--- src/include/icache_settings.svh ---
`ifndef ICACHE_SETTINGS_SVH
`define ICACHE_SETTINGS_SVH

// 8 KB, two ways, 256 sets of 16-byte lines

// address and instruction bus
`define ICACHE_ADDR_W    32
`define ICACHE_WORD_W    32

// address split, tag | index | byte offset
`define ICACHE_TAG_W     20
`define ICACHE_INDEX_W   8
`define ICACHE_OFFSET_W  4

// associativity
`define ICACHE_NUM_WAYS  2

// replacement LFSR start value, must not be zero
`define ICACHE_LFSR_SEED 8'h07

`endif

--- src/hw/icache_pkg.sv ---
`include "icache_settings.svh"

package icache_pkg;

    typedef logic [`ICACHE_ADDR_W-1:0]              addr_t;
    typedef logic [`ICACHE_WORD_W-1:0]              word_t;
    typedef logic [`ICACHE_TAG_W-1:0]               tag_t;
    typedef logic [`ICACHE_INDEX_W-1:0]             index_t;
    typedef logic [`ICACHE_OFFSET_W-3:0]            word_sel_t;    // word in line
    typedef logic [$clog2(`ICACHE_NUM_WAYS)-1:0]    way_id_t;
    typedef logic [`ICACHE_WORD_W*(2**(`ICACHE_OFFSET_W-2))-1:0] line_t;

    // lookup address, same for every way
    typedef struct packed {
        index_t    index;
        tag_t      tag;
        word_sel_t word_sel;
    } way_access_t;

    // line write from the refill path
    typedef struct packed {
        index_t index;
        tag_t   tag;
        line_t  line;
    } line_fill_t;

    typedef struct packed {
        logic  valid;
        logic  match;      // stored tag equals request tag
        word_t word;
    } way_result_t;

    typedef struct packed {
        logic  req;
        logic  uncached;
        addr_t addr;
    } mem_req_t;

    typedef struct packed {
        logic  beat_ok;    // one word on rdata
        logic  data_ok;    // last word of the transfer
        word_t rdata;
    } mem_resp_t;

    typedef enum logic [1:0] {FREE, LOOK_UP, REFILL, UPDATE} icache_state_t;

    function automatic index_t get_index(addr_t a);
        return a[`ICACHE_OFFSET_W +: `ICACHE_INDEX_W];
    endfunction

    function automatic tag_t get_tag(addr_t a);
        return a[`ICACHE_OFFSET_W + `ICACHE_INDEX_W +: `ICACHE_TAG_W];
    endfunction

    function automatic word_sel_t get_word_sel(addr_t a);
        return a[2 +: `ICACHE_OFFSET_W - 2];   // bits 1:0 are the byte in word
    endfunction

endpackage

--- src/hw/icache_request.sv ---
`timescale 1ns/100ps

module icache_request import icache_pkg::*; (
    input  logic        clk,
    input  logic        reset,
    input  logic        cpu_req,
    input  addr_t       cpu_addr,
    input  logic        cpu_uncached,
    input  logic        accept,
    input  logic        fill_we,
    output addr_t       buf_addr,
    output logic        buf_uncached,
    output way_access_t access
);

    logic take;     // request accepted this cycle

    // a line write keeps the arrays on the refilled set
    assign take = accept && cpu_req && !fill_we;

    always_ff @(posedge clk) begin
        if (take) begin
            buf_addr <= cpu_addr;
        end
    end

    always_ff @(posedge clk) begin
        if (reset) begin
            buf_uncached <= 1'b0;
        end else if (take) begin
            buf_uncached <= cpu_uncached;
        end
    end

    // index goes to the arrays one cycle ahead of the compare
    always_comb begin
        if (take) begin
            access.index = get_index(cpu_addr);
        end else begin
            access.index = get_index(buf_addr);    // hold the set while waiting
        end
    end

    // tag and word are used in the lookup cycle, so they come from the buffer
    assign access.tag      = get_tag(buf_addr);
    assign access.word_sel = get_word_sel(buf_addr);

endmodule

--- config.mk ---
export PLATFORM = sky130hd
export DESIGN_NAME = icache_request
export DESIGN_NICKNAME = d
export VERILOG_FILES = /design/src/hw/icache_pkg.sv /design/src/hw/icache_request.sv
export VERILOG_INCLUDE_DIRS = /design/src /design/src/include
export SDC_FILE = /design/constraint.sdc
export NUM_CORES = 1
export LEC_CHECK = 0
export BUFFER_PORTS_ARGS = -buffer_cell sky130_fd_sc_hd__buf_4
export CORE_ASPECT_RATIO = 1.75
export CORE_MARGIN = 2
export CORE_UTILIZATION = 38
export DETAILED_ROUTE_END_ITERATION = 7
export GPL_ROUTABILITY_DRIVEN = 0
export HOLD_SLACK_MARGIN = 0.02
export PLACE_DENSITY = 0.78
export SLEW_MARGIN = 0
export SYNTH_ARGS = -nofsm -noshare
export SYNTH_HDL_FRONTEND = slang
export SYNTH_SLANG_ARGS = --single-unit
--- constraint.sdc ---
create_clock -name clk -period 1.6 [get_ports clk]
set_input_delay 0.08 -clock clk [delete_from_list [all_inputs] [get_ports clk]]
set_output_delay 0.08 -clock clk [all_outputs]
set_load 0.02 [all_outputs]
======== Word-level counts from Yosys, hierarchy flattened ========
Index checks and enable logic that the tools add are counted.
cells by class
  mux-type cells .......................... 1
  reduce and logical (&&, ||, !) cells .... 3
operators with widths
  kind               number
  8-bit two-way mux  1
  1-bit logical AND  2
  1-bit logical NOT  1
storage, ports and cells
  register bits ........................... 33
  word-level logic and storage cells ...... 6

======== Logic depth before layout (Yosys ltp) ========
  word-level depth ........................ 3
  mapped depth ............................ 3

======== Least setup slack after synthesis ========
No wires, ideal clock.
  path kind ............................... input port to flip-flop
  from .................................... in fill_we
  to ...................................... reg buf_addr[0], enable pin
  stages .................................. 2
  arrival ................................. 0.966 ns
  path slack .............................. 0.246 ns
  cell sequence ........................... nand3b_4 -> inv_1
between the ends
  cells in the longest elaborated chain, start to end .. 2
RTL lines
  what                  line                  RTL
  start, declared       icache_request.sv:10  input logic fill_we,
  1-bit logical NOT     icache_request.sv:19  assign take = accept && cpu_req && !fill_we;
  1-bit logical AND     icache_request.sv:19
  via take              icache_request.sv:16  logic take;
  end signal, assigned  icache_request.sv:23  buf_addr <= cpu_addr;
  end, declared         icache_request.sv:11  output addr_t buf_addr,
The timed path passes the listed nets, and every way through them passes these cells.
A chain may end at the register's enable or synchronous reset.

==> metrics.cfg <==
[yosys]
yosys.area.top_type=edfxtp_1
ys_warn_count=0
syn_area_sq_um=1280
syn-mean-instance-area_sq_um=18.9
syn-num-nets=106
post_synth_num_cell_types=8
yosysTopAreaCellShare_pct=74.9
yosys-top-cells-area=edfxtp_1 75%, buf_4 13%, mux2_2 7.0%
synth_seq_cells=33
yosysSeqAreaShare_pct=76.5
postSynthCellCount=68

[cts]
cts-buffers-inserted=5
path_clk_slew_ps=70
htree_levels=2
cts_setup_buffers=0
post_cts_resize_count=0
ctsLongestPathBuffers=2
clock_insertion_delay_worst_skew_ps=280
cts-root-buf=clkbuf_8
cts.sink_count=33
cts_tree=built

[finish]
drive_gt1_share_pct=62.8
syn2layout_area_growth_pct=82.4
fin_cells=231
n_antenna_cell=0
nNetsFinal=225

[outcome]
outcome=finished, final reports clean

[floorplanning]
placementRows=27
die_y_um=80.9
start_util_pct=40.4
ios=101
core_sq_um=3180
die-area_sq_um=3870
die_w_um=47.9

[setup_path]
critPathLaunchType=primary input
cp_max_fo=2
crit_arrival_ps=1190
cp-end-kind=output pin
worstSetupPathType=in -> out
cp.required_ps=1520

[timing]
clock.fmax_ghz=0.788
slew_headroom_pct=80.2
setup_viol=0
worstMarginPinSlew_ps=297
grt_setup_unrepaired=false
drv_slew=0
post-route-period-util_pct=79.3
hold_viol=0
clock_skew_ps=0
tns_ps=0
fin_crit_ps=1270
fin_ws_ps=331

[placement]
io_buffer_count=100
post-place-cells=191
pre_cts_slack_ps=460
hpwlAfterDp_um=2320

[grt]
grt_start_max_net_pins=24
grt_pass1_vias=1025
antenna_found_initial=0
grt-ovfl-total=0
grt_use_total_pct=17.3
grt_pass1_wl_um=4610

[routing]
initialDrtViolationCount=12
drc=0
vias=995
drt-pass1-iter-count=3
postRouteAntennaNets=0
routedWlPerCell_um=14.4
via_per_inst=4.31
routed_wirelength_um=3320

[pwr]
leakage_nw=1.04
powerDensity_nw_per_um2=850
ir_worst_vdd_mv=0.707

[job]
cap_violations=0

[min_path]
hold_class=in -> reg

## cell usage in the layout, fill, tap and decap left out, drive strengths merged
| cell | synthesis | layout |
|---|---|---|
| dfxtp | 1 | 1 |
| dlygate4sd3 | 0 | 32 |
| mux2 | 8 | 8 |
| buf | 22 | 102 |
| clkinv | 0 | 2 |
| clkbuf | 0 | 6 |
| nand3b | 1 | 1 |
| inv | 1 | 1 |
| mux2i | 1 | 1 |
| nand2b | 2 | 2 |
| edfxtp | 32 | 32 |
## final timing paths
kind | start | end | slack, ps | depth (start not counted)
worst max-delay path | cpu_addr[10] | access[28] | 330 | 4
worst min-delay path | reset | buf_uncached | 70 | 3
worst max register to register | buf_uncached | buf_uncached | 1010 | 2
worst min register to register | buf_uncached | buf_uncached | 500 | 2
## final cells by class
type | instances | area [sq um]
clock buffer | 6 | 72.6
clock inverter | 2 | 10.0
fill | 218 | 836
inverter | 1 | 3.75
multi-input combinational | 12 | 133
sequential | 33 | 981
tap | 43 | 53.8
timing repair buffer | 134 | 1090
## critical path, stage by stage
cell and delay [ps]:
dlygate4sd3_1 540, buf_4 140, mux2_2 270, buf_4 160
## metal layers
layer	GRT usage, %	part of all wire (%)
met3	7.78	8.9
met1	13.9	31
met4	7.57	2.2
met2	32.4	57
met5	0	0
## what timing repair did
item	CTS	global route
hold endpoints to repair	32	0
setup endpoints to repair	0	0
hold buffers	32	0
## sequential cells by signal, summed over array words and instances (netlist names)
| register | flops |
|---|---|
| buf_uncached | 1 |
| buf_addr | 32 |
## where the power goes
part	internal (W)	switching, W	leakage [nW]	total (W)
sequential	0.000995	0.0000225	0.302	0.00102
combinational	0.000217	0.000176	0.690	0.000393
clock	0.000301	0.000278	0.0450	0.000578
total	0.00151	0.000476	1.04	0.00199
## kinds of logic after synthesis
family	Yosys count	share of synthesized area, %
flip-flops	33	76.5
buffers and inverters	23	13.2
multiplexers	9	7.81
AND/OR/NAND/NOR	3	2.54
## synth_stat cells
cell type	n
edfxtp_1	32
buf_4	22
mux2_2	8
nand2b_1	2
dfxtp_1	1
inv_1	1
mux2i_1	1
nand3b_4	1
## metrics by stage
stage	hold WS (ps)	util, %	area, sq um	power (W)
global placement	259	61.0	1940	0.00136
global route	65.9	73.7	2340	0.00206
detailed placement	260	61.0	1940	0.00136
finish	74.8	73.7	2340	0.00199
floorplan	179	-	1280	0.00120
CTS	68.3	73.7	2340	0.00200
Note: power is estimated with default switching activity, not from simulation.
