==> src/include/icache_settings.svh <==
`ifndef ICACHE_SETTINGS_SVH
`define ICACHE_SETTINGS_SVH

// 8 KB, two ways, 256 sets of 16-byte lines

// address and instruction bus
`define ICACHE_ADDR_W    32
`define ICACHE_WORD_W    32

// address split, tag | index | byte offset
`define ICACHE_TAG_W     20
`define ICACHE_INDEX_W   8
`define ICACHE_OFFSET_W  4

// associativity
`define ICACHE_NUM_WAYS  2

// replacement LFSR start value, must not be zero
`define ICACHE_LFSR_SEED 8'h07

`endif

==> src/hw/icache_pkg.sv <==
`include "icache_settings.svh"

package icache_pkg;

    typedef logic [`ICACHE_ADDR_W-1:0]              addr_t;
    typedef logic [`ICACHE_WORD_W-1:0]              word_t;
    typedef logic [`ICACHE_TAG_W-1:0]               tag_t;
    typedef logic [`ICACHE_INDEX_W-1:0]             index_t;
    typedef logic [`ICACHE_OFFSET_W-3:0]            word_sel_t;    // word in line
    typedef logic [$clog2(`ICACHE_NUM_WAYS)-1:0]    way_id_t;
    typedef logic [`ICACHE_WORD_W*(2**(`ICACHE_OFFSET_W-2))-1:0] line_t;

    // lookup address, same for every way
    typedef struct packed {
        index_t    index;
        tag_t      tag;
        word_sel_t word_sel;
    } way_access_t;

    // line write from the refill path
    typedef struct packed {
        index_t index;
        tag_t   tag;
        line_t  line;
    } line_fill_t;

    typedef struct packed {
        logic  valid;
        logic  match;      // stored tag equals request tag
        word_t word;
    } way_result_t;

    typedef struct packed {
        logic  req;
        logic  uncached;
        addr_t addr;
    } mem_req_t;

    typedef struct packed {
        logic  beat_ok;    // one word on rdata
        logic  data_ok;    // last word of the transfer
        word_t rdata;
    } mem_resp_t;

    typedef enum logic [1:0] {FREE, LOOK_UP, REFILL, UPDATE} icache_state_t;

    function automatic index_t get_index(addr_t a);
        return a[`ICACHE_OFFSET_W +: `ICACHE_INDEX_W];
    endfunction

    function automatic tag_t get_tag(addr_t a);
        return a[`ICACHE_OFFSET_W + `ICACHE_INDEX_W +: `ICACHE_TAG_W];
    endfunction

    function automatic word_sel_t get_word_sel(addr_t a);
        return a[2 +: `ICACHE_OFFSET_W - 2];   // bits 1:0 are the byte in word
    endfunction

endpackage

==> src/hw/way_select.sv <==
`timescale 1ns/100ps
`include "icache_settings.svh"

module way_select import icache_pkg::*; (
    input  way_result_t results [`ICACHE_NUM_WAYS],
    output logic        hit,
    output way_id_t     hit_way,
    output word_t       rdata,
    output logic        free_valid,
    output way_id_t     free_way
);

    // tags are unique per set, at most one way can match
    always_comb begin
        hit     = 1'b0;
        hit_way = '0;
        rdata   = '0;
        for (int i = 0; i < `ICACHE_NUM_WAYS; i++) begin
            if (results[i].valid && results[i].match) begin
                hit     = 1'b1;
                hit_way = way_id_t'(i);
                rdata   = results[i].word;
            end
        end
    end

    // an empty way is preferred over a random victim
    always_comb begin
        free_valid = 1'b0;
        free_way   = '0;
        for (int i = 0; i < `ICACHE_NUM_WAYS; i++) begin
            if (!results[i].valid) begin
                free_valid = 1'b1;
                free_way   = way_id_t'(i);    // highest invalid way wins
            end
        end
    end

endmodule

==> config.mk <==
export PLATFORM = sky130hd
export DESIGN_NAME = way_select
export DESIGN_NICKNAME = d
export VERILOG_FILES = /design/src/hw/icache_pkg.sv /design/src/hw/way_select.sv
export VERILOG_INCLUDE_DIRS = /design/src /design/src/include
export SDC_FILE = /design/constraint.sdc
export NUM_CORES = 1
export LEC_CHECK = 0
export BUFFER_PORTS_ARGS = -buffer_cell sky130_fd_sc_hd__buf_2
export CAP_MARGIN = 30
export CORE_UTILIZATION = 33
export DETAILED_ROUTE_END_ITERATION = 8
export GPL_TIMING_DRIVEN = 0
export PLACE_DENSITY = 0.89
export SYNTH_ARGS = -nofsm -noshare
export SYNTH_HDL_FRONTEND = slang
export SYNTH_SLANG_ARGS = --single-unit
==> constraint.sdc <==
create_clock -name vclk -period 2
set_input_delay 0.2 -clock vclk [all_inputs]
set_output_delay 0.2 -clock vclk [all_outputs]
set_load 0.02 [all_outputs]
### Word-level counts from Yosys, hierarchy flattened

Index checks and enable logic that the tools add are counted.

* bits in registers: 0
* input port bits: 68
* output and inout bits: 36
* word-level logic and storage cells: 10

* mux-type cells: 8
* reduce and logical (&&, ||, !) cells: 2

Operator list (number)
* 32-bit 2-to-1 mux: 2
* 1-bit 2-to-1 mux: 6
* 1-bit logical AND: 2

### Longest topological paths before layout

Gate-level depths: netlist of the first run.

* depth in word-level cells: 3
* mapped depth: 5
* gate-level depth less buffers: 2

### Worst setup path before layout of the first run

Ideal clock, no wire load.

* kind: input to output
* start: input port results[32] (netlist bit)
* end: output port rdata[0]
* arrival: 1.075 ns
* data required time: 1.800 ns
* setup slack: 0.725 ns
* cell stages on the path: 4
* buffers on the path: 2
* path through: buf_2 -> and2_4 -> buf_6 -> o21ai_0

* word-level cells in the longest chain between the ends: 2

Ends and longest elaborated chain
* start: declaration: RTL line way_select.sv:5 `` input way_result_t results [`ICACHE_NUM_WAYS], ``
* 1-bit logical AND: RTL line way_select.sv:19 `if (results[i].valid && results[i].match) begin`
* 32-bit 2-to-1 mux: RTL line way_select.sv:19
* end: declaration: RTL line way_select.sv:8 `output word_t rdata,`

No other way between the ends.

### Worst setup path after layout of the first run

* start: input port results[66] (netlist bit)
* end: output port rdata[13]

* word-level cells in the longest chain between the ends: 3

Ends and longest elaborated chain (RTL line)
* 1-bit logical AND: way_select.sv:19
* 32-bit 2-to-1 mux (2 in a row): way_select.sv:19

No other way between the ends.

==> results.toml, run 1 <==
[die]
die_x_um = 47.8
initial_core_util = 0.353
die_y_um = 47.8
ios = 104
die_area_mm2 = 0.00229
rows = 16
core-area_mm2 = 0.00196

[layout]
fin_area_mm2 = 0.00123
seqCellArea_um2 = 0
fillers = 216
fin_cells = 247
area_growth_pct = 77.1
seq_cell_count = 0
drive_above_1_share = 0.586
antennaDiodeCount = 0
finalNetCount = 290
clkbuf_count = 0

[detailed_routing]
drc = 0
via_count = 1249
viasPerCell = 5.06
drt_first_pass_iters = 4
ant_nets = 0
drt_iter0_markers = 12
wire_per_inst_um = 10.8
wl_um = 2670

[timing]
layout_min_cycle_time_ns = 1.35
rsz0062_at_grt = "no"
tightest_slew_ns = 0.431
max_freq_ghz = 0.740
setup_violations = 0
slew_violations = 0
hold_viol = 0
timing.final.crit_share = 0.676
relSlewSlack = 0.713
fin_ws_ns = 0.648
fin_setup_tns_ns = 0

[worst_setup_path]
crit_buf_inv = 3
crit_family = "buffers and inverters"
startpoint = "results[66]"
cp.required_ns = 1.80
crit_cells = 5
arrival_ns = 1.15
path_max_fanout = 10
max_stage_delay_ns = 0.36
crit_type = "in -> out"
crit_chain = "buf_2 > clkbuf_1 > nand3_1 > o21ai_2 > buf_2"
end_kind = "output port"
crit_path_frequent_cell = "buf_2"
worstSetupEndpoint = "rdata[13]"
critPathSlowestCell = "clkbuf_1"
critPathLaunchType = "primary input"

[logic_synthesis]
avgSynthCellArea_um2 = 5.78
syn_area_um2 = 693
syn_inst = 120
syn_nets = 188
synthDistinctLibCells = 12
yosysWarnings = 0
seq_area_frac_synth = 0

[grt]
antenna_found_initial = 0
grt_max_degree = 11
grt_pass1_vias = 851
grt.total_usage = 0.195
grt_pass1_wl_um = 3390
grt_overflow = 0

[clocking]
hold_buffers = 0
post_cts_buffers = 0
post_cts_resized = 0

[pwr]
seqPwrFrac = 0
p_sw_frac = 0.581
p_comb_frac = 1.000
p_leak_nw = 0.665
vdd_drop_max_uv = 116
intPower_w = 0.000127
pwr-share-clk = 0
power_density_mw_per_mm2 = 246
power.switching_w = 0.000176

[min_path]
hp-class = "in -> out"

[place]
dp_hpwl_um = 2100
portBuffers = 100
pre_cts_ws_ns = 0.642
dpl-instance-area_mm2 = 0.00123
dp_cells = 247
place_congestion = 0.690

[flow_run]
drv_cap = 0

[run_status]
status = "finished clean"
==> logic make-up (layout without fill, tap and decap cells) <==
group	count (synthesis)	count (layout)	share of synthesized area
buffers and inverters	21	121	0.181
AO/OA/AOI/OAI	33	33	0.339
AND/OR/NAND/NOR	66	66	0.480
==> cells in the mapped netlist <==
master / count / share of area
nand3_1: 64 / 0.46
o21ai_2: 18 / 0.23
clkbuf_1: 10 / 0.054
o21ai_1: 10 / 0.072
buf_6: 5 / 0.081
buf_2: 4 / 0.029
o21ai_0: 4 / 0.029
a21o_1: 1 / 0.011
and2_4: 1 / 0.013
buf_4: 1 / 0.011
inv_1: 1 / 0.0054
nand2_1: 1 / 0.0054
==> through the flow <==
step | total power (W) | util | hold WS (ns)
floorplan | 0.000182 | - | 0.555
global placement | 0.000301 | 0.626 | 0.744
detailed placement | 0.000303 | 0.626 | 0.746
CTS | 0.000304 | 0.626 | 0.746
global route | 0.000333 | 0.626 | 0.766
finish | 0.000303 | 0.626 | 0.742
==> worst min-delay path by stage <==
stage	startpoint	end	slack [ns]	cells after the start
detailed placement	results[41]	rdata[7]	0.75	4
global route	results[41]	rdata[7]	0.77	4
floorplan	results[47]	rdata[13]	0.55	2
finish	results[41]	rdata[7]	0.74	4
CTS	results[41]	rdata[7]	0.75	4
global placement	results[38]	rdata[4]	0.74	4
==> layer usage <==
layer  GRT usage  routed length [um]  up-vias  part of all wire
li1            -                   -      642                 -
met1       0.258                1080      552              0.41
met2       0.373                1400       55              0.52
met3           0                 189        0             0.071
met4           0                   0        0                 0
met5           0                   0        -                 0
==> area by class of cell <==
cell class	count	area [um2]	share of cell area
timing repair buffer	100	500	0.408
multi-input combinational	99	568	0.463
tap	27	33.8	0.0275
inverter	1	3.75	0.00306
buffer	20	121	0.0989
==> cell usage in the layout (no fill, tap or decap) <==
cell type  netlist  final
nand3_1         64     64
o21ai_2         18     18
buf_2            4    104
clkbuf_1        10     10
a21o_1           1      1
buf_6            5      5
buf_4            1      1
o21ai_0          4      4
inv_1            1      1
o21ai_1         10     10
nand2_1          1      1
and2_4           1      1
==> power by group through the flow <==
stage | combinational, W | clock (W) | sequential, W
2_1_floorplan | 0.000182 | 0 | 0
3_3_place_gp | 0.000301 | 0 | 0
3_5_place_dp | 0.000303 | 0 | 0
4_1_cts | 0.000304 | 0 | 0
5_1_grt | 0.000333 | 0 | 0
6_report | 0.000303 | 0 | 0
Power figures use the tool's default switching activity.
==> inputs of run 2 (changes only) <==
--- a/config.mk
+++ b/config.mk
@@ -6,12 +6,13 @@
 export SDC_FILE = /design/constraint.sdc
 export NUM_CORES = 1
 export LEC_CHECK = 0
+export ABC_AREA = 1
 export BUFFER_PORTS_ARGS = -buffer_cell sky130_fd_sc_hd__buf_2
 export CAP_MARGIN = 30
-export CORE_UTILIZATION = 33
+export CORE_UTILIZATION = 30
 export DETAILED_ROUTE_END_ITERATION = 8
 export GPL_TIMING_DRIVEN = 0
-export PLACE_DENSITY = 0.89
+export PLACE_DENSITY = 0.8
 export SYNTH_ARGS = -nofsm -noshare
 export SYNTH_HDL_FRONTEND = slang
 export SYNTH_SLANG_ARGS = --single-unit
==> constraint.sdc (replaced) <==
create_clock -name vclk -period 1.17
set_input_delay 0.117 -clock vclk [all_inputs]
set_output_delay 0.117 -clock vclk [all_outputs]
set_load 0.02 [all_outputs]
==> run 2 against run 1 <==
Critical path depth increased by 2. Global-route usage down 3.0 points. Via count shrank 0.40%. Worst hold slack lost 0.22 ns. Area after synthesis up 15%. Combinational power rose by 69%. Design area grew 11%. Critical path type unchanged.
==> results.toml, run 2 <==
[grt]
grt.total_usage = 0.164
gr-max-usage-layer = "met2"
grt_pass1_wl_um = 3700
use_met3 = 0
grt_use_met2 = 0.354
grt_overflow = 0
antenna_found_initial = 0
grtUsageMet1 = 0.185
grt_pass1_vias = 997
grt_max_degree = 11

[detailed_routing]
ant_nets = 0
wl_um = 2380
wire_per_inst_um = 7.69
drt_first_pass_iters = 6
via_count = 1244
viasPerCell = 4.03
drc = 0
drt_iter0_markers = 9

[logic_synthesis]
syn_inst = 175
synthDistinctLibCells = 8
seq_area_frac_synth = 0
synth_common_cells = "nand2_1 (70), inv_1 (33), nor2_1 (32)"
syn_nets = 243
synth_area_leaders = "nand2_1 (33%), nand2_2 (23%), inv_1 (16%)"
synth_largest_area_cell = "nand2_1"
synth_top_area_frac = 0.329
syn_area_um2 = 798
yosysWarnings = 0
avgSynthCellArea_um2 = 4.56
post-synth-top-count-cell = "nand2_1"

[worst_setup_path]
crit_chain = "buf_2 > nand2_1 > buf_2 > nor2_1 > nand2_1 > nand2_1 > buf_2"
max_stage_delay_ns = 0.26
startpoint = "results[67]"
crit_cells = 7
cp.required_ns = 1.05
critPathSlowestCell = "buf_2"
critPathLaunchType = "primary input"
crit_type = "in -> out"
arrival_ns = 0.95
path_max_fanout = 10
crit_buf_inv = 3
end_kind = "output port"
worstSetupEndpoint = "rdata[16]"
crit_family = "buffers and inverters"

[pwr]
vdd_drop_max_uv = 235
power_density_mw_per_mm2 = 377
p_leak_nw = 1.04

[layout]
antennaDiodeCount = 0
final_common_cell = "buf_2"
seq_cell_count = 0
final_cell_mix = "buf_2 (108), nand2_1 (70), inv_1 (33)"
seqCellArea_um2 = 0
fin_area_mm2 = 0.00136
area_growth_pct = 70.5
fin_cells = 309
clkbuf_count = 0
final_core_util = 0.545
finalNetCount = 349
drive_above_1_share = 0.516
fillers = 271

[timing]
setup_violations = 0
fin_hold_ws_ns = 0.518
layout_min_cycle_time_ns = 1.07
relSlewSlack = 0.872
hold_viol = 0
timing.final.crit_share = 0.911
slew_violations = 0
tightest_slew_ns = 0.192
max_freq_ghz = 0.938
fin_setup_tns_ns = 0
rsz0062_at_grt = "yes"

[run_status]
status = "finished clean"

[die]
ios = 104
core-area_mm2 = 0.00250
rows = 18
die_area_mm2 = 0.00287
initial_core_util = 0.319
die_x_um = 53.6
die_y_um = 53.6

[min_path]
min-delay-start = "results[67]"
hp-class = "in -> out"

[place]
dpl-instance-area_mm2 = 0.00136
portBuffers = 104
dp_hpwl_um = 2010
place_congestion = 0.668
dp_cells = 309

[clocking]
post_cts_buffers = 0

[flow_run]
drv_cap = 0
## run 2: cell types whose count changed in the layout (fill, tap and decap cells not counted), sizes merged
cell	change
nand2	+99
nand3	-64
inv	+33
nor2	+32
o21ai	-32
clkbuf	-9
buf	+2
a21o	-1
and2	-1
## run 2: worst min-delay path by stage
stage                       to  slack, ns  depth (start not counted)
global placement    free_valid       0.52                          3
finish              free_valid       0.52                          3
global route        free_valid       0.53                          3
CTS                 free_valid       0.52                          3
floorplan             free_way       0.31                          1
detailed placement  free_valid       0.52                          3
## run 2: per-layer routing
layer  vias up  routed length [um]
met2        52                1200
li1        692                   -
met3         0                 171
met1       500                1000
met4         0                   0
met5         -                   0
## run 2: area by class of cell
class              instances  area, um2  area share
multi-input cells        132        576       0.423
plain buffers              9       95.1      0.0699
inverters                 34        133      0.0974
well taps                 30       37.5      0.0276
repair buffers           104        520       0.382
## run 2: kinds of logic after synthesis
family	after synthesis	synth area share
simple gates	132	0.721
buf+inv	43	0.279
## run 2: power by group
part	total [W]	switching, W	internal (W)
Clock	0	0	0
Sequential	0	0	0
Combinational	0.000513	0.000294	0.000219
## run 2: through the flow
stage                     power, W  worst slack, ns
after floorplan           0.000296            0.390
after global placement    0.000509            0.115
after detailed placement  0.000516           0.0934
after CTS                 0.000518           0.0935
after global routing      0.000573         -0.00406
final                     0.000513            0.104
## run 2: timing repair
action                                  in CTS  in global routing
resized for setup                            0                  3
hold buffers                                 0                  0
endpoints found under the setup margin       0                  3
==> inputs of run 3 (changes only) <==
--- a/config.mk
+++ b/config.mk
@@ -9,6 +9,7 @@
 export ABC_AREA = 1
 export BUFFER_PORTS_ARGS = -buffer_cell sky130_fd_sc_hd__buf_2
 export CAP_MARGIN = 30
+export CORE_ASPECT_RATIO = 0.9
 export CORE_UTILIZATION = 30
 export DETAILED_ROUTE_END_ITERATION = 8
 export GPL_TIMING_DRIVEN = 0
==> run 3 against run 2 <==
Count of clock-buffer cells in the layout did not move. Cell count shrank 0.65%. Non-clock buffer count unchanged. Highest routed layer unchanged. Global-route usage decreased by 0.83 points. Critical endpoint is now rdata[22]. Setup slack gained 0.024 ns.
==> results.toml, run 3 (synthesis gave the netlist of run 2 again) <==
[timing]
relSlewSlack = 0.879
tightest_slew_ns = 0.181
setup_violations = 0
max_freq_ghz = 0.959
fin_hold_ws_ns = 0.510
fin_setup_tns_ns = 0
timing.final.crit_share = 0.891
rsz0062_at_grt = "no"
layout_min_cycle_time_ns = 1.04
slew_violations = 0
hold_viol = 0

[pwr]
power_density_mw_per_mm2 = 376
pwr-share-clk = 0
seqPwrFrac = 0
vdd_drop_max_uv = 261
p_leak_nw = 1.04
power.switching_w = 0.000293
intPower_w = 0.000217
finalPower_w = 0.000509
p_comb_frac = 1.000
p_sw_frac = 0.574

[layout]
multi_input_area_um2 = 576
fillers = 263
finalNetCount = 349
antennaDiodeCount = 0
seqCellArea_um2 = 0
area_growth_pct = 69.6
seq_cell_count = 0
drive_above_1_share = 0.516
clkbuf_count = 0
final_common_cell = "buf_2"
final_cell_mix = "buf_2 (110), nand2_1 (70), inv_1 (33)"

[grt]
grt_pass1_wl_um = 3840
grt_max_degree = 11
grt_overflow = 0
grt.total_usage = 0.156
antenna_found_initial = 0
grt_pass1_vias = 948

[place]
place_congestion = 0.691
dp_hpwl_um = 2010
portBuffers = 104

[detailed_routing]
via_count = 1237
wire_per_inst_um = 7.57
ant_nets = 0
viasPerCell = 4.03
drt_first_pass_iters = 4
drt_iter0_markers = 40
drc = 0
wl_um = 2330

[worst_setup_path]
end_kind = "output port"
path_max_fanout = 10
cp.required_ns = 1.05
arrival_ns = 0.93
critPathLaunchType = "primary input"
crit_type = "in -> out"

[die]
ios = 104
initial_core_util = 0.321
die_y_um = 50.9
rows = 17
die_area_mm2 = 0.00287
die_x_um = 56.4
core-area_mm2 = 0.00249

[clocking]
post_cts_resized = 0
hold_buffers = 0
post_cts_buffers = 0

[min_path]
hp-class = "in -> out"

[run_status]
status = "finished clean"

[flow_run]
drv_cap = 0
-- run 3: changes by cell type in the layout (fill, tap and decap cells not counted) --
cell,previous run,this run
buf_4,1,0
buf_2,108,110
clkbuf_4,1,0
-- run 3: path summary, 6_finish.rpt --
check	from	to	slack (ns)	cells after the start
max	results[67]	rdata[22]	0.13	7
min	results[67]	free_valid	0.51	3
-- run 3: area by class of cell --
class,count,area share
repair buffers,104,0.384
plain buffers,9,0.0665
multi-input cells,132,0.425
well taps,28,0.0259
inverters,34,0.0980
-- run 3: layer usage --
layer | up-vias | GRT usage | routed length, um
met5 | - | 0 | 0
met4 | 0 | 0 | 0
met3 | 0 | 0.0127 | 171
met2 | 50 | 0.325 | 1180
met1 | 495 | 0.182 | 977
li1 | 692 | - | -
-- run 3: per-stage QoR --
step	util	setup WS (ns)	area, um2	std cells
after detailed placement	0.544	0.105	1350	307
after CTS	0.544	0.107	1350	307
final	0.544	0.127	1350	307
after global placement	0.544	0.101	1350	307
after global routing	0.544	0.00101	1350	307
after floorplan	-	0.390	798	175
-- run 3: critical path, stage by stage --
cell	delay, ns
buf_2	0.10
nand2_1	0.14
buf_2	0.25
nor2_1	0.06
nand2_1	0.06
nand2_1	0.04
buf_2	0.15
-- run 3: power by group through the flow --
stage | Sequential (W) | Combinational (W) | Clock [W]
2_1_floorplan | 0 | 0.000296 | 0
3_3_place_gp | 0 | 0.000508 | 0
3_5_place_dp | 0 | 0.000514 | 0
4_1_cts | 0 | 0.000516 | 0
5_1_grt | 0 | 0.000565 | 0
6_report | 0 | 0.000509 | 0
