`config.mk`:
```
export PLATFORM = sky130hd
export DESIGN_NAME = icache_control
export DESIGN_NICKNAME = d
export VERILOG_FILES = /design/src/hw/icache_pkg.sv /design/src/hw/icache_control.sv
export VERILOG_INCLUDE_DIRS = /design/src /design/src/include
export SDC_FILE = /design/constraint.sdc
export NUM_CORES = 1
export LEC_CHECK = 0
export ABC_AREA = 0
export BUFFER_PORTS_ARGS = -buffer_cell sky130_fd_sc_hd__buf_2
export CAP_MARGIN = 20
export CORE_ASPECT_RATIO = 0.75
export CORE_MARGIN = 1.5
export CORE_UTILIZATION = 26
export CTS_CLUSTER_DIAMETER = 40
export CTS_CLUSTER_SIZE = 12
export DETAILED_ROUTE_END_ITERATION = 10
export PLACE_DENSITY = 0.52
export REMOVE_ABC_BUFFERS = 1
export SYNTH_ARGS = -nofsm -noshare
export SYNTH_HDL_FRONTEND = slang
export SYNTH_SLANG_ARGS = --single-unit
```
`constraint.sdc`:
```
create_clock -name clk -period 2.3 [get_ports clk]
set_clock_uncertainty 0.1 [all_clocks]
set_input_delay 0 -clock clk [delete_from_list [all_inputs] [get_ports clk]]
set_output_delay 0 -clock clk [all_outputs]
set_load 0.005 [all_outputs]
```
`src/include/icache_settings.svh`:
```
`ifndef ICACHE_SETTINGS_SVH
`define ICACHE_SETTINGS_SVH

// 8 KB, two ways, 256 sets of 16-byte lines

// address and instruction bus
`define ICACHE_ADDR_W    32
`define ICACHE_WORD_W    32

// address split, tag | index | byte offset
`define ICACHE_TAG_W     20
`define ICACHE_INDEX_W   8
`define ICACHE_OFFSET_W  4

// associativity
`define ICACHE_NUM_WAYS  2

// replacement LFSR start value, must not be zero
`define ICACHE_LFSR_SEED 8'h07

`endif

```
`src/hw/icache_pkg.sv`:
```
`include "icache_settings.svh"

package icache_pkg;

    typedef logic [`ICACHE_ADDR_W-1:0]              addr_t;
    typedef logic [`ICACHE_WORD_W-1:0]              word_t;
    typedef logic [`ICACHE_TAG_W-1:0]               tag_t;
    typedef logic [`ICACHE_INDEX_W-1:0]             index_t;
    typedef logic [`ICACHE_OFFSET_W-3:0]            word_sel_t;    // word in line
    typedef logic [$clog2(`ICACHE_NUM_WAYS)-1:0]    way_id_t;
    typedef logic [`ICACHE_WORD_W*(2**(`ICACHE_OFFSET_W-2))-1:0] line_t;

    // lookup address, same for every way
    typedef struct packed {
        index_t    index;
        tag_t      tag;
        word_sel_t word_sel;
    } way_access_t;

    // line write from the refill path
    typedef struct packed {
        index_t index;
        tag_t   tag;
        line_t  line;
    } line_fill_t;

    typedef struct packed {
        logic  valid;
        logic  match;      // stored tag equals request tag
        word_t word;
    } way_result_t;

    typedef struct packed {
        logic  req;
        logic  uncached;
        addr_t addr;
    } mem_req_t;

    typedef struct packed {
        logic  beat_ok;    // one word on rdata
        logic  data_ok;    // last word of the transfer
        word_t rdata;
    } mem_resp_t;

    typedef enum logic [1:0] {FREE, LOOK_UP, REFILL, UPDATE} icache_state_t;

    function automatic index_t get_index(addr_t a);
        return a[`ICACHE_OFFSET_W +: `ICACHE_INDEX_W];
    endfunction

    function automatic tag_t get_tag(addr_t a);
        return a[`ICACHE_OFFSET_W + `ICACHE_INDEX_W +: `ICACHE_TAG_W];
    endfunction

    function automatic word_sel_t get_word_sel(addr_t a);
        return a[2 +: `ICACHE_OFFSET_W - 2];   // bits 1:0 are the byte in word
    endfunction

endpackage

```
`src/hw/icache_control.sv`:
```
`timescale 1ns/100ps
`include "icache_settings.svh"

module icache_control import icache_pkg::*; (
    input  logic       clk,
    input  logic       reset,
    input  logic       cpu_req,
    input  addr_t      buf_addr,
    input  logic       buf_uncached,
    input  logic       hit,
    input  way_id_t    hit_way,
    input  word_t      rdata,
    input  logic       free_valid,
    input  way_id_t    free_way,
    input  mem_resp_t  mem_in,
    output logic       accept,
    output line_fill_t fill,
    output logic       fill_we,
    output way_id_t    fill_way,
    output logic       cpu_data_ok,
    output word_t      cpu_rdata,
    output mem_req_t   mem_out
);

    localparam int        words_per_line = 2 ** (`ICACHE_OFFSET_W - 2);
    localparam word_sel_t refill_last    = word_sel_t'(words_per_line - 2);

    icache_state_t state;
    icache_state_t state_next;

    logic [7:0] lfsr;
    logic       lfsr_fb;
    way_id_t    last_hit_way;
    way_id_t    victim;

    // refill buffer, last word comes straight from the bus
    word_t [words_per_line-2:0] beat_buf;
    word_sel_t                  beat_cnt;
    logic                       req_flag;

    logic lookup_hit;
    logic lookup_miss;
    logic resp_done;    // data_ok while in UPDATE

    // uncached requests never hit
    assign lookup_hit  = (state == LOOK_UP) && hit && !buf_uncached;
    assign lookup_miss = (state == LOOK_UP) && !lookup_hit;
    assign resp_done   = (state == UPDATE) && mem_in.data_ok;

    always_comb begin
        state_next = state;
        case (state)
            FREE: begin
                if (cpu_req) state_next = LOOK_UP;
            end
            LOOK_UP: begin
                if (lookup_miss) begin
                    state_next = buf_uncached ? UPDATE : REFILL;
                end else if (!cpu_req) begin
                    state_next = FREE;
                end
            end
            REFILL: begin
                if (mem_in.beat_ok && beat_cnt == refill_last) state_next = UPDATE;
            end
            UPDATE: begin
                // a cached line is read back in LOOK_UP, uncached data is already out
                if (mem_in.data_ok) begin
                    state_next = (buf_uncached && !cpu_req) ? FREE : LOOK_UP;
                end
            end
            default: state_next = FREE;
        endcase
    end

    always_ff @(posedge clk) begin
        if (reset) begin
            state <= FREE;
        end else begin
            state <= state_next;
        end
    end

    // x^8 + x^6 + x^5 + x^4 + 1, free running
    assign lfsr_fb = lfsr[7] ^ lfsr[5] ^ lfsr[4] ^ lfsr[3];

    always_ff @(posedge clk) begin
        if (reset) begin
            lfsr <= `ICACHE_LFSR_SEED;
        end else begin
            lfsr <= {lfsr[6:0], lfsr_fb};
        end
    end

    // random pick, skewed by the last way that hit
    assign victim = free_valid ? free_way : (lfsr[$bits(way_id_t)-1:0] ^ last_hit_way);

    always_ff @(posedge clk) begin
        if (reset) begin
            req_flag     <= 1'b0;
            beat_cnt     <= '0;
            fill_way     <= '0;
            last_hit_way <= '0;
        end else begin
            if (lookup_hit) begin
                last_hit_way <= hit_way;
            end
            if (lookup_miss) begin
                req_flag <= 1'b1;
                beat_cnt <= '0;
                fill_way <= victim;
            end else if (mem_in.data_ok) begin
                req_flag <= 1'b0;
            end
            if (state == REFILL && mem_in.beat_ok) begin
                beat_cnt <= beat_cnt + 1'b1;
            end
        end
    end

    always_ff @(posedge clk) begin
        if (state == REFILL && mem_in.beat_ok) begin
            beat_buf[beat_cnt] <= mem_in.rdata;
        end
    end

    assign fill.index = get_index(buf_addr);
    assign fill.tag   = get_tag(buf_addr);
    assign fill.line  = {mem_in.rdata, beat_buf};
    assign fill_we    = resp_done && !buf_uncached;

    // CPU response
    assign cpu_data_ok = lookup_hit || (resp_done && buf_uncached);
    assign cpu_rdata   = (state == UPDATE) ? mem_in.rdata : rdata;
    assign accept      = (state == FREE) || cpu_data_ok;

    // req rises with the miss, falls after data_ok
    assign mem_out.req      = lookup_miss || req_flag;
    assign mem_out.uncached = buf_uncached;
    assign mem_out.addr     = buf_uncached ? buf_addr :
        addr_t'({get_tag(buf_addr), get_index(buf_addr), {`ICACHE_OFFSET_W{1'b0}}});

endmodule

```
# == Yosys cells after proc, flatten, opt, wreduce, memory -nomap -nowiden ==
# Cells that the tools add are included.
# classes
muxes,18
addsub,1
order_cmp,2
n_reduce_logical,20
bitwise,4
eq_ne,8
# op_table
operator,count
$bwmux W96,1
$demux W32 S2,1
$mux W32,2
$mux W2,7
$logic_and A1 B1 Y1,10
$pmux W2 S4,1
$eq A2 B2 Y1 const B,3
$ne A2 B2 Y1 const B,3
$mux W1,5
$mux W4,1
$reduce_and A4 Y1,1
$reduce_bool A2 Y1,2
$xor A1 B1 Y1,4
$logic_not A1 Y1,3
$logic_or A1 B1 Y1,3
$lt A2 B3 Y1 const B,1
$ne A3 B3 Y1 const B,1
$add A2 B1 Y2 const B,1
$eq A2 B1 Y1 const B,1
$ge A2 B1 Y1 const B,1
$logic_not A2 Y1,1
# totals
output_inout_bits,226
reg_bits,111
elab_cells,62

# == Depth between registers and ports, before layout ==
# Gate-level depths: netlist (run 1).
# logic_depth
word_depth,7
mapped_depth,5
ltp_nobuf,5

# == Least setup slack after synthesis (run 1) ==
# OpenSTA, ideal clock, no wires.
# synth_path
path_kind,reg-to-reg
start,register (tool-made name)
end,register state[0]
stages_incl_launch_ff,5
setup_time_ns,0.089
setup_slack_ns,0.309
synth_period_minus_slack_ns,1.991
path_buffers,0
arrival_time_ns,1.802
cell_sequence,dfxtp_1 -> and3b_1 -> and2_1 -> a211oi_1 -> a311oi_2
# synth_lines
item,line_no,rtl
"end signal, assigned",icache_control.sv:80,state <= state_next;
"end, declared",icache_control.sv:28,icache_state_t state;

==> results of run 1 <==
-- per-layer routing --
metal  global-route usage  up-vias  part of all wire  routed length, microns
li1                     -     1452                 -                       -
met1                0.173     1576              0.43                    5770
met2                0.208      160              0.45                    5990
met3               0.0735       16              0.11                    1490
met4               0.0383        0             0.010                     138
met5                    0        -                 0                       0
-- power groups by stage --
stage                     Clock (mW)  Combinational (mW)  Sequential (mW)
after floorplan                    0               0.112             2.29
after global placement             0               0.350             2.28
after detailed placement           0               0.355             2.28
after CTS                       1.48               0.482             2.23
after global routing            1.56               0.531             2.23
final                           1.43               0.484             2.23
-- cell families after synthesis --
family / synth area share
simple gates: 0.0485
compound gates: 0.0187
flops: 0.681
xor+xnor: 0.00750
buf+inv: 0.155
fa+ha+maj: 0.00804
mux: 0.0814
-- synth_stat cells (all sizes together) --
| cell | n |
|---|---|
| nor2b | 5 |
| ha | 3 |
| and2 | 8 |
| nand2b | 4 |
| mux2 | 32 |
| o21ai | 3 |
| or2 | 2 |
| dfxtp | 15 |
| mux2i | 2 |
| nand3 | 4 |
| edfxtp | 96 |
| buf | 95 |
| xnor2 | 2 |
| xor2 | 2 |
| nand3b | 2 |
| clkbuf | 1 |
| a41o | 1 |
| and3b | 1 |
| a311oi | 1 |
| inv | 3 |
| nand2 | 6 |
| a221oi | 1 |
| a211oi | 1 |
| nor3b | 2 |
| a21oi | 5 |
| nor2 | 3 |
-- flip-flops by register name (all words and copies together), names as in the netlist, named ones only --
name and count:
fill 96, lfsr 8, beat_cnt 2, fill_way 1, last_hit_way 1, req_flag 1, state 1
-- worst paths after layout --
path / slack [ns] / from / to / cells after the start
min: 0.04 / cpu_req / state[0] / 3
min reg2reg: 0.33 / lfsr[1] / lfsr[2] / 1
max: 0.45 / register / cpu_rdata[4] / 5
max reg2reg: 0.45 / register / fill_way / 6
-- layout make-up --
| cell class | instances | area share |
|---|---|---|
| sequential | 111 | 0.488 |
| timing repair buffer | 323 | 0.304 |
| multi-input combinational | 90 | 0.118 |
| tap | 242 | 0.0464 |
| clock buffer | 9 | 0.0345 |
| clock inverter | 7 | 0.00709 |
| inverter | 3 | 0.00173 |
-- worst min-delay path: cells and delay by family --
kind	cells	cell delay (ns)
buffers and inverters	1	0.12
AOI/OAI and AO/OA	2	0.31
-- what timing repair did --
item,in CTS,in global routing
endpoints found under the setup margin,0,0
hold buffers,67,0
hold endpoints to repair,167,0
-- stage by stage --
step / setup WS, ns / area, sq um / hold slack (ns) / std cells
6_report: 0.449 / 6530 / 0.0368 / 785
5_1_grt: 0.338 / 6530 / 0.0436 / 785
4_1_cts: 0.401 / 6530 / 0.0210 / 785
3_5_place_dp: 0.591 / 5580 / -0.0999 / 702
3_3_place_gp: 0.640 / 5580 / -0.0999 / 702
2_1_floorplan: 0.106 / 3960 / -0.100 / 204
==> reports/summary.txt, run 1 <==
CRITICAL PATH
--------------------------------------------------------------------------------------
Largest fanout of any net on the critical path                                      19
Critical path arrival                                                          1.75 ns
Top cell family by delay on the critical path                             buffers and inverters
Worst-path cell chain                                                     buf_4, nand2_2, buf_4, mux2_1, buf_2
Crit path top cell by count                                               sky130_fd_sc_hd__buf_4
Startpoint kind of the worst setup timing path                                register
Slowest cell on the critical path                                         sky130_fd_sc_hd__mux2_1
Max incr delay on CP                                                           0.39 ns
Setup crit end kind                                                         output pin
Critical path class                                                       register to output pin
Worst Path Buf+Inv                                                                   3
Crit path required time                                                        2.20 ns

PLACE
--------------------------------------------------------------------------------------
Number of buffers inserted by port buffering                                       247
Routability-driven placement congestion ratio                                    0.685
Post-detail-place hpwl                                                    9640 microns

CLOCKING
--------------------------------------------------------------------------------------
Clock insertion delay at the later pin of the skew report                      0.34 ns
Sink count of the clock tree                                                       111
Worst-case clock buffer depth                                                        2
Setup repair bufs after CTS                                                          0
Cell at the root of the clock tree                                        sky130_fd_sc_hd__clkbuf_16
Total clock buffers created by CTS                                                   9
Count of H-tree levels built during CTS                                              3
Worst-path clk slew                                                            0.07 ns
Post-cts gate resize count                                                           0
CTS tree                                                                           yes

FLOORPLAN
--------------------------------------------------------------------------------------
Height of the die                                                          119 microns
Die outline width                                                          158 microns
Top-Level Pins                                                                     332
Std cell rows                                                                       42
Starting density of the core                                                     0.265
Core ar.                                                                  0.0176 sq mm
Floorplan die area                                                        0.0188 sq mm

DRT
--------------------------------------------------------------------------------------
Overall via count from detail_route                                               3204
Antenna viol nets, final                                                             0
Number of iterations in the first detailed-routing pass                              4
Via count normalized by instance count                                            4.08
Number of DRC violations after detailed routing                                      0
Total routed wirelength                                                   13400 microns
Routed wirelength normalized by instance count                            17.1 microns
First-iteration detailed-routing DRC count                                         109

YOSYS
--------------------------------------------------------------------------------------
Syn_area_per_cell                                                           15.6 sq um
Number of instances in the synthesized netlist                                     300
Fraction of post-synthesis cell area in the top cell type by area                0.617
Leading cell types by total area after synthesis                          sky130_fd_sc_hd__edfxtp_1 62%, sky130_fd_sc_hd__buf_4 14%, sky130_fd_sc_hd__dfxtp_1 6.4%, sky130_fd_sc_hd__mux2_1 5.3%, sky130_fd_sc_hd__mux2_2 2.4%
Seq/Total Area, Yosys                                                            0.681
Cell area after synthesis                                                 0.00467 sq mm
Number of distinct standard cells referenced by the synthesized netlist             33
Warnings from Yosys                                                                  0
Largest area contributor in the netlist                                   sky130_fd_sc_hd__edfxtp_1
Seq cells post-synth                                                               111

TIMING
--------------------------------------------------------------------------------------
Worst-margin pin slew                                                         0.446 ns
Slew Limit Headroom                                                              0.702
Setup_tns                                                                         0 ns
Final slew viol count                                                                0
# setup viols final                                                                  0
Crit path time final                                                           1.85 ns
Fmax achieved                                                                  540 MHz
RSZ-0062 raised after global routing                                                no
Final hold violation count                                                           0
Ratio of final minimum period to clock period                                    0.805

GLOBAL ROUTE
--------------------------------------------------------------------------------------
Wire length of the first global-routing pass                              18500 microns
Total overflow reported by the global router                                         0
Pin count of the biggest net entering global routing                                20
Combined global-route utilization of all metal layers                            0.139
Vias in the first global route                                                    3094
Initial antenna violation count                                                      0

LAYOUT
--------------------------------------------------------------------------------------
Multi-input gate area in the final layout                                    771 sq um
End-of-flow core utilization                                                     0.371
Top library cells by usage in the layout, fill and taps aside             247 x sky130_fd_sc_hd__buf_2, 96 x sky130_fd_sc_hd__edfxtp_1, 67 x sky130_fd_sc_hd__dlygate4sd3_1, 22 x sky130_fd_sc_hd__mux2_1, 15 x sky130_fd_sc_hd__dfxtp_1
Area taken by flip-flops and latches                                      0.00318 sq mm
Number of inserted filler cells in the final layout                               1672
Number of diodes                                                                     0
Layout-stage area growth over the synthesis result                               39.7%
Leading cell type in the layout, fill and taps excluded                   sky130_fd_sc_hd__buf_2
Share of cells above drive strength 1                                            0.536
Post-layout nets                                                                   647

PWR
--------------------------------------------------------------------------------------
Power Total                                                                    4.14 mW
Switching power                                                               0.936 mW
Part of the total power dissipated in combinational logic                        0.117
Clock power frac                                                                 0.345
P_int                                                                          3.21 mW
Flop pwr share                                                                   0.538
Switching portion of total power                                                 0.226
PD cells                                                                   635 mW/mm^2
Leakage dissipation                                                            2.73 nW
Max VDD drop                                                                  0.361 mV

STATUS
--------------------------------------------------------------------------------------
Status                                                                    finished, final reports clean

HOLD PATH
--------------------------------------------------------------------------------------
Path type of the worst min-delay path                                     input port to register

FLOW RUN
--------------------------------------------------------------------------------------
Max_cap viols                                                                        0

No activity file was read; power rests on OpenSTA's default activity.
==> run 2: changes to the inputs <==
clock period = 1.75 ns   (was 2.3 ns; I/O delays follow)
==> run 2 against run 1 <==
Cell area grew 2.8%. Sequential power grew 31%. Sequential share of layout area shrank 1.3 points. Critical path depth is the same. Wire length grew 1.1%. Largest power group unchanged.
==> reports/summary.txt, run 2 (synthesized netlist as in run 1, its figures left out) <==
STATUS
----------------------------------------------------------------------------
Status                                                          finished, final reports clean

CRITICAL PATH
----------------------------------------------------------------------------
Critical path class                                             register to output pin
Largest fanout of any net on the critical path                            11
Setup crit end kind                                               output pin
Worst-path cell chain                                           buf_6, nand2_8, clkbuf_16, mux2_1, buf_2
Startpoint kind of the worst setup timing path                      register
Max incr delay on CP                                                 0.34 ns
Slowest cell on the critical path                               sky130_fd_sc_hd__dfxtp_1
Critical path arrival                                                1.56 ns
Top cell family by delay on the critical path                   buffers and inverters
Crit path required time                                              1.65 ns
Worst Path Buf+Inv                                                         3

TIMING
----------------------------------------------------------------------------
Setup_tns                                                               0 ns
Worst-margin pin slew                                               0.387 ns
Hold slack                                                         0.0214 ns
Final slew viol count                                                      0
Final hold violation count                                                 0
Slew Limit Headroom                                                    0.741
Fmax achieved                                                        602 MHz
Ratio of final minimum period to clock period                          0.949
RSZ-0062 raised after global routing                                      no
Crit path time final                                                 1.66 ns
# setup viols final                                                        0

GLOBAL ROUTE
----------------------------------------------------------------------------
Total overflow reported by the global router                               0
Initial antenna violation count                                            0
Pin count of the biggest net entering global routing                      20
Wire length of the first global-routing pass                    18400 microns
Combined global-route utilization of all metal layers                  0.137
Vias in the first global route                                          3132

FLOORPLAN
----------------------------------------------------------------------------
Height of the die                                                119 microns
Std cell rows                                                             42
Core ar.                                                        0.0176 sq mm
Top-Level Pins                                                           332
Starting density of the core                                           0.265
Floorplan die area                                              0.0188 sq mm
Die outline width                                                158 microns

LAYOUT
----------------------------------------------------------------------------
Multi-input gate area in the final layout                          785 sq um
Layout-stage area growth over the synthesis result                     43.6%
Max FFs per register                                                      96
Number of inserted filler cells in the final layout                     1650
Number of diodes                                                           0
Top library cells by usage in the layout, fill and taps aside   247 x sky130_fd_sc_hd__buf_2, 96 x sky130_fd_sc_hd__edfxtp_1, 68 x sky130_fd_sc_hd__dlygate4sd3_1, 22 x sky130_fd_sc_hd__mux2_1, 15 x sky130_fd_sc_hd__dfxtp_1
Post-layout nets                                                         652
Leading cell type in the layout, fill and taps excluded         sky130_fd_sc_hd__buf_2
Share of cells above drive strength 1                                  0.542
Area taken by flip-flops and latches                            0.00318 sq mm
End-of-flow core utilization                                           0.381

DRT
----------------------------------------------------------------------------
Via count normalized by instance count                                  4.07
Number of DRC violations after detailed routing                            0
First-iteration detailed-routing DRC count                               113
Number of iterations in the first detailed-routing pass                    5
Overall via count from detail_route                                     3215
Routed wirelength normalized by instance count                  17.1 microns
Total routed wirelength                                         13500 microns
Antenna viol nets, final                                                   0

CLOCKING
----------------------------------------------------------------------------
Total clock buffers created by CTS                                         9
Sink count of the clock tree                                             111
Cell at the root of the clock tree                              sky130_fd_sc_hd__clkbuf_16
CTS tree                                                                 yes
Count of H-tree levels built during CTS                                    3
Clock insertion delay at the later pin of the skew report            0.34 ns
Worst-path clk slew                                                  0.07 ns
Worst-case clock buffer depth                                              2

FLOW RUN
----------------------------------------------------------------------------
Max_cap viols                                                              0

PWR
----------------------------------------------------------------------------
PD cells                                                         863 mW/mm^2
Leakage dissipation                                                  2.80 nW
Power Total                                                          5.79 mW
Max VDD drop                                                        0.434 mV

PLACE
----------------------------------------------------------------------------
Routability-driven placement congestion ratio                          0.662
Number of buffers inserted by port buffering                             247
Post-detail-place hpwl                                          9730 microns

HOLD PATH
----------------------------------------------------------------------------
Path type of the worst min-delay path                           input port to register

==> run 2: cell count changes in the layout (fill, tap and decap cells not counted), sizes merged <==
cell and delta:
clkinv -2, inv +1, clkinvlp -1, clkbuf +1, buf +3, dlygate4sd3 +1
bufinv +2
==> run 2: final cells by class <==
class,instances,share of cell area
Sequential cell,111,0.474
Timing Repair Buffer,328,0.313
Multi-Input combinational cell,90,0.117
Tap cell,242,0.0451
Clock buffer,9,0.0336
Clock inverter,7,0.0149
Inverter,3,0.00168
==> run 2: final timing paths <==
path,cells after the start,slack (ns),from,end
hold / removal,3,0.02,cpu_req,state[0]
hold reg to reg,1,0.33,lfsr[1],lfsr[2]
setup / recovery,5,0.09,state[0],cpu_rdata[11]
setup reg to reg,4,0.14,state[0],req_flag
==> run 2: worst register-to-register path: cells and delay by family (launching register included) <==
family,cells,cell delay (ns)
flip-flops,1,0.34
AO/OA/AOI/OAI,1,0.18
AND/OR/NAND/NOR,1,0.23
buffers and inverters,2,0.71
==> run 2: stage by stage <==
stage          area (sq um)  instances  setup WS [ns]
3_3_place_gp           5620        703          0.248
4_1_cts                6630        787        -0.0217
5_1_grt                6710        790        0.00605
2_1_floorplan          3960        204         -0.444
3_5_place_dp           5620        703          0.222
6_report               6710        790         0.0899
==> run 2: timing repair <==
item                                    4_1_cts  5_1_grt
pin swaps                                     0        0
hold buffers                                 68        0
resized for setup                             1        9
buffers inserted                              0        2
gates cloned                                  0        1
endpoints found under the setup margin       22       33
endpoints found under the hold margin       167        0
==> run 2: metal layers <==
layer	part of all wire	GRT usage	vias to the layer above
li1	-	-	1460
met1	0.44	0.172	1590
met2	0.45	0.207	153
met3	0.11	0.0713	12
met4	0.011	0.0342	0
met5	0	0	-
==> run 2: report_power, final <==
group | internal, mW | total (mW) | switching [mW]
logic | 0.356 | 0.672 | 0.316
registers | 2.92 | 2.93 | 0.0156
clock network | 1.27 | 2.18 | 0.914
total | 4.54 | 5.79 | 1.25
==> run 3: changes to the inputs <==
PLACE_DENSITY = 0.54   (was 0.52)
clock period = 1.45 ns   (was 1.75 ns; I/O delays follow)
==> run 3 against run 2 <==
Highest routed layer unchanged. Critical path type unchanged. First-iteration DRC count increased by 27%. Wire length increased by 8.0%. Clock-buffer cell count unchanged. The run now ends with setup timing left. Clock power increased by 12%. Final cell count increased by 1.1%.
==> reports/summary.txt, run 3 (synthesized netlist as in run 1, its figures left out) <==
STATUS
----------------------------------------------------------------------------
Status                                                          complete, but fails checks
Violations in the final reports                                 setup timing

LAYOUT
----------------------------------------------------------------------------
Post-layout nets                                                         661
Max FFs per register                                                      96
Top library cells by usage in the layout, fill and taps aside   215 x sky130_fd_sc_hd__buf_2, 96 x sky130_fd_sc_hd__edfxtp_1, 67 x sky130_fd_sc_hd__dlygate4sd3_1, 36 x sky130_fd_sc_hd__buf_6, 32 x sky130_fd_sc_hd__mux2_4
Share of cells above drive strength 1                                  0.601
Layout-stage area growth over the synthesis result                     54.9%
Number of diodes                                                           0
Leading cell type in the layout, fill and taps excluded         sky130_fd_sc_hd__buf_2

PWR
----------------------------------------------------------------------------
PD cells                                                         968 mW/mm^2
Leakage dissipation                                                  3.13 nW
Part of the total power dissipated in combinational logic              0.145
Switching power                                                      1.66 mW
Switching portion of total power                                       0.237
P_int                                                                5.34 mW
Flop pwr share                                                         0.506
Max VDD drop                                                        0.560 mV
Clock power frac                                                       0.349

FLOW RUN
----------------------------------------------------------------------------
Max_cap viols                                                              0

GLOBAL ROUTE
----------------------------------------------------------------------------
Vias in the first global route                                          3140
Total overflow reported by the global router                               0
Initial antenna violation count                                            0
Pin count of the biggest net entering global routing                      23
Wire length of the first global-routing pass                    19000 microns
Combined global-route utilization of all metal layers                  0.142

TIMING
----------------------------------------------------------------------------
Ratio of final minimum period to clock period                           1.14
RSZ-0062 raised after global routing                                     yes
# setup viols final                                                      103
Setup_tns                                                           -7.71 ns
Final hold violation count                                                 0
Crit path time final                                                 1.65 ns
Final setup slack of the worst path                                -0.201 ns
Slew Limit Headroom                                                    0.712
Fmax achieved                                                        606 MHz
Final slew viol count                                                      0
Worst-margin pin slew                                               0.431 ns

DRT
----------------------------------------------------------------------------
Routed wirelength normalized by instance count                  18.3 microns
First-iteration detailed-routing DRC count                               144
Number of iterations in the first detailed-routing pass                    5
Via count normalized by instance count                                  4.09
Overall via count from detail_route                                     3267
Antenna viol nets, final                                                   0
Number of DRC violations after detailed routing                            0
Total routed wirelength                                         14600 microns

CLOCKING
----------------------------------------------------------------------------
Worst-case clock buffer depth                                              2
Sink count of the clock tree                                             111
Total clock buffers created by CTS                                         9
Worst-path clk slew                                                  0.07 ns
Clock insertion delay at the later pin of the skew report            0.34 ns
Count of H-tree levels built during CTS                                    3
Cell at the root of the clock tree                              sky130_fd_sc_hd__clkbuf_16
CTS tree                                                                 yes

FLOORPLAN
----------------------------------------------------------------------------
Floorplan die area                                              0.0188 sq mm
Starting density of the core                                           0.265
Height of the die                                                119 microns
Core ar.                                                        0.0176 sq mm
Die outline width                                                158 microns
Top-Level Pins                                                           332
Std cell rows                                                             42

CRITICAL PATH
----------------------------------------------------------------------------
Setup crit end kind                                               output pin
Internal reg-to-reg setup slack                                     -0.05 ns
Critical path class                                             register to output pin
Largest fanout of any net on the critical path                             6
Critical path arrival                                                1.55 ns
Crit path required time                                              1.35 ns
Startpoint kind of the worst setup timing path                      register

PLACE
----------------------------------------------------------------------------
Pre-CTS setup slack                                                0.0320 ns
Number of buffers inserted by port buffering                             247
Routability-driven placement congestion ratio                          0.689
Post-detail-place hpwl                                          9560 microns

HOLD PATH
----------------------------------------------------------------------------
Path type of the worst min-delay path                           input port to register

==> run 3: changes by cell type in the layout (fill, tap and decap cells not counted), sizes merged <==
cell / delta
clkbuf: +2
clkinv: +1
inv: +1
buf: +8
dlygate4sd3: -1
bufinv: -2
==> run 3: metrics by stage <==
stage	power (mW)	util	cell area (sq um)	hold WS, ns	instances
floorplan	3.81	-	3960	-0.100	204
global placement	4.18	0.323	5690	-0.0999	706
detailed placement	4.19	0.323	5690	-0.0999	706
CTS	6.96	0.394	6930	0.00184	794
global route	7.28	0.411	7240	0.0441	799
finish	7.00	0.411	7240	0.0303	799
==> run 3: timing repair <==
item	CTS	global route
gates cloned	2	4
hold endpoints to repair	167	0
buffers inserted	2	2
pin swaps	3	3
setup endpoints to repair	34	129
resized for setup	43	44
hold buffers	68	0
==> run 3: layout make-up <==
type                       instances  area [sq um]
clock inverter                     7          81.3
sequential                       111          3190
tap                              242           303
clock buffer                       9           225
inverter                           3          11.3
multi-input combinational         90           932
fill                            1620         10400
timing repair buffer             337          2490
==> run 3: critical path: stages, from the launching register on <==
cell,delay (ns)
sky130_fd_sc_hd__dfxtp_2,0.33
sky130_fd_sc_hd__buf_6,0.12
sky130_fd_sc_hd__nand2_8,0.13
sky130_fd_sc_hd__clkbuf_16,0.19
sky130_fd_sc_hd__mux2_4,0.31
sky130_fd_sc_hd__buf_6,0.12
==> run 3: worst paths after layout <==
check / end / depth (start not counted) / from
setup / recovery: cpu_rdata[13] / 5 / state[0]
hold / removal: state[0] / 3 / cpu_req
setup reg to reg: fill[54] / 4 / state[0]
hold reg to reg: lfsr[2] / 1 / lfsr[1]
==> run 3: power by group through the flow <==
stage               Combinational (mW)  Sequential, mW  Clock, mW
CTS                              0.879            3.55       2.53
floorplan                        0.177            3.63          0
finish                            1.02            3.55       2.44
global route                      1.09            3.55       2.64
global placement                 0.569            3.61          0
detailed placement               0.578            3.62          0
==> run 3: routing by layer <==
| metal | share of wire | vias to the layer above | track usage |
|---|---|---|---|
| li1 | - | 1480 | - |
| met1 | 0.45 | 1613 | 0.179 |
| met2 | 0.44 | 157 | 0.212 |
| met3 | 0.10 | 17 | 0.0710 |
| met4 | 0.014 | 0 | 0.0413 |
| met5 | 0 | - | 0 |
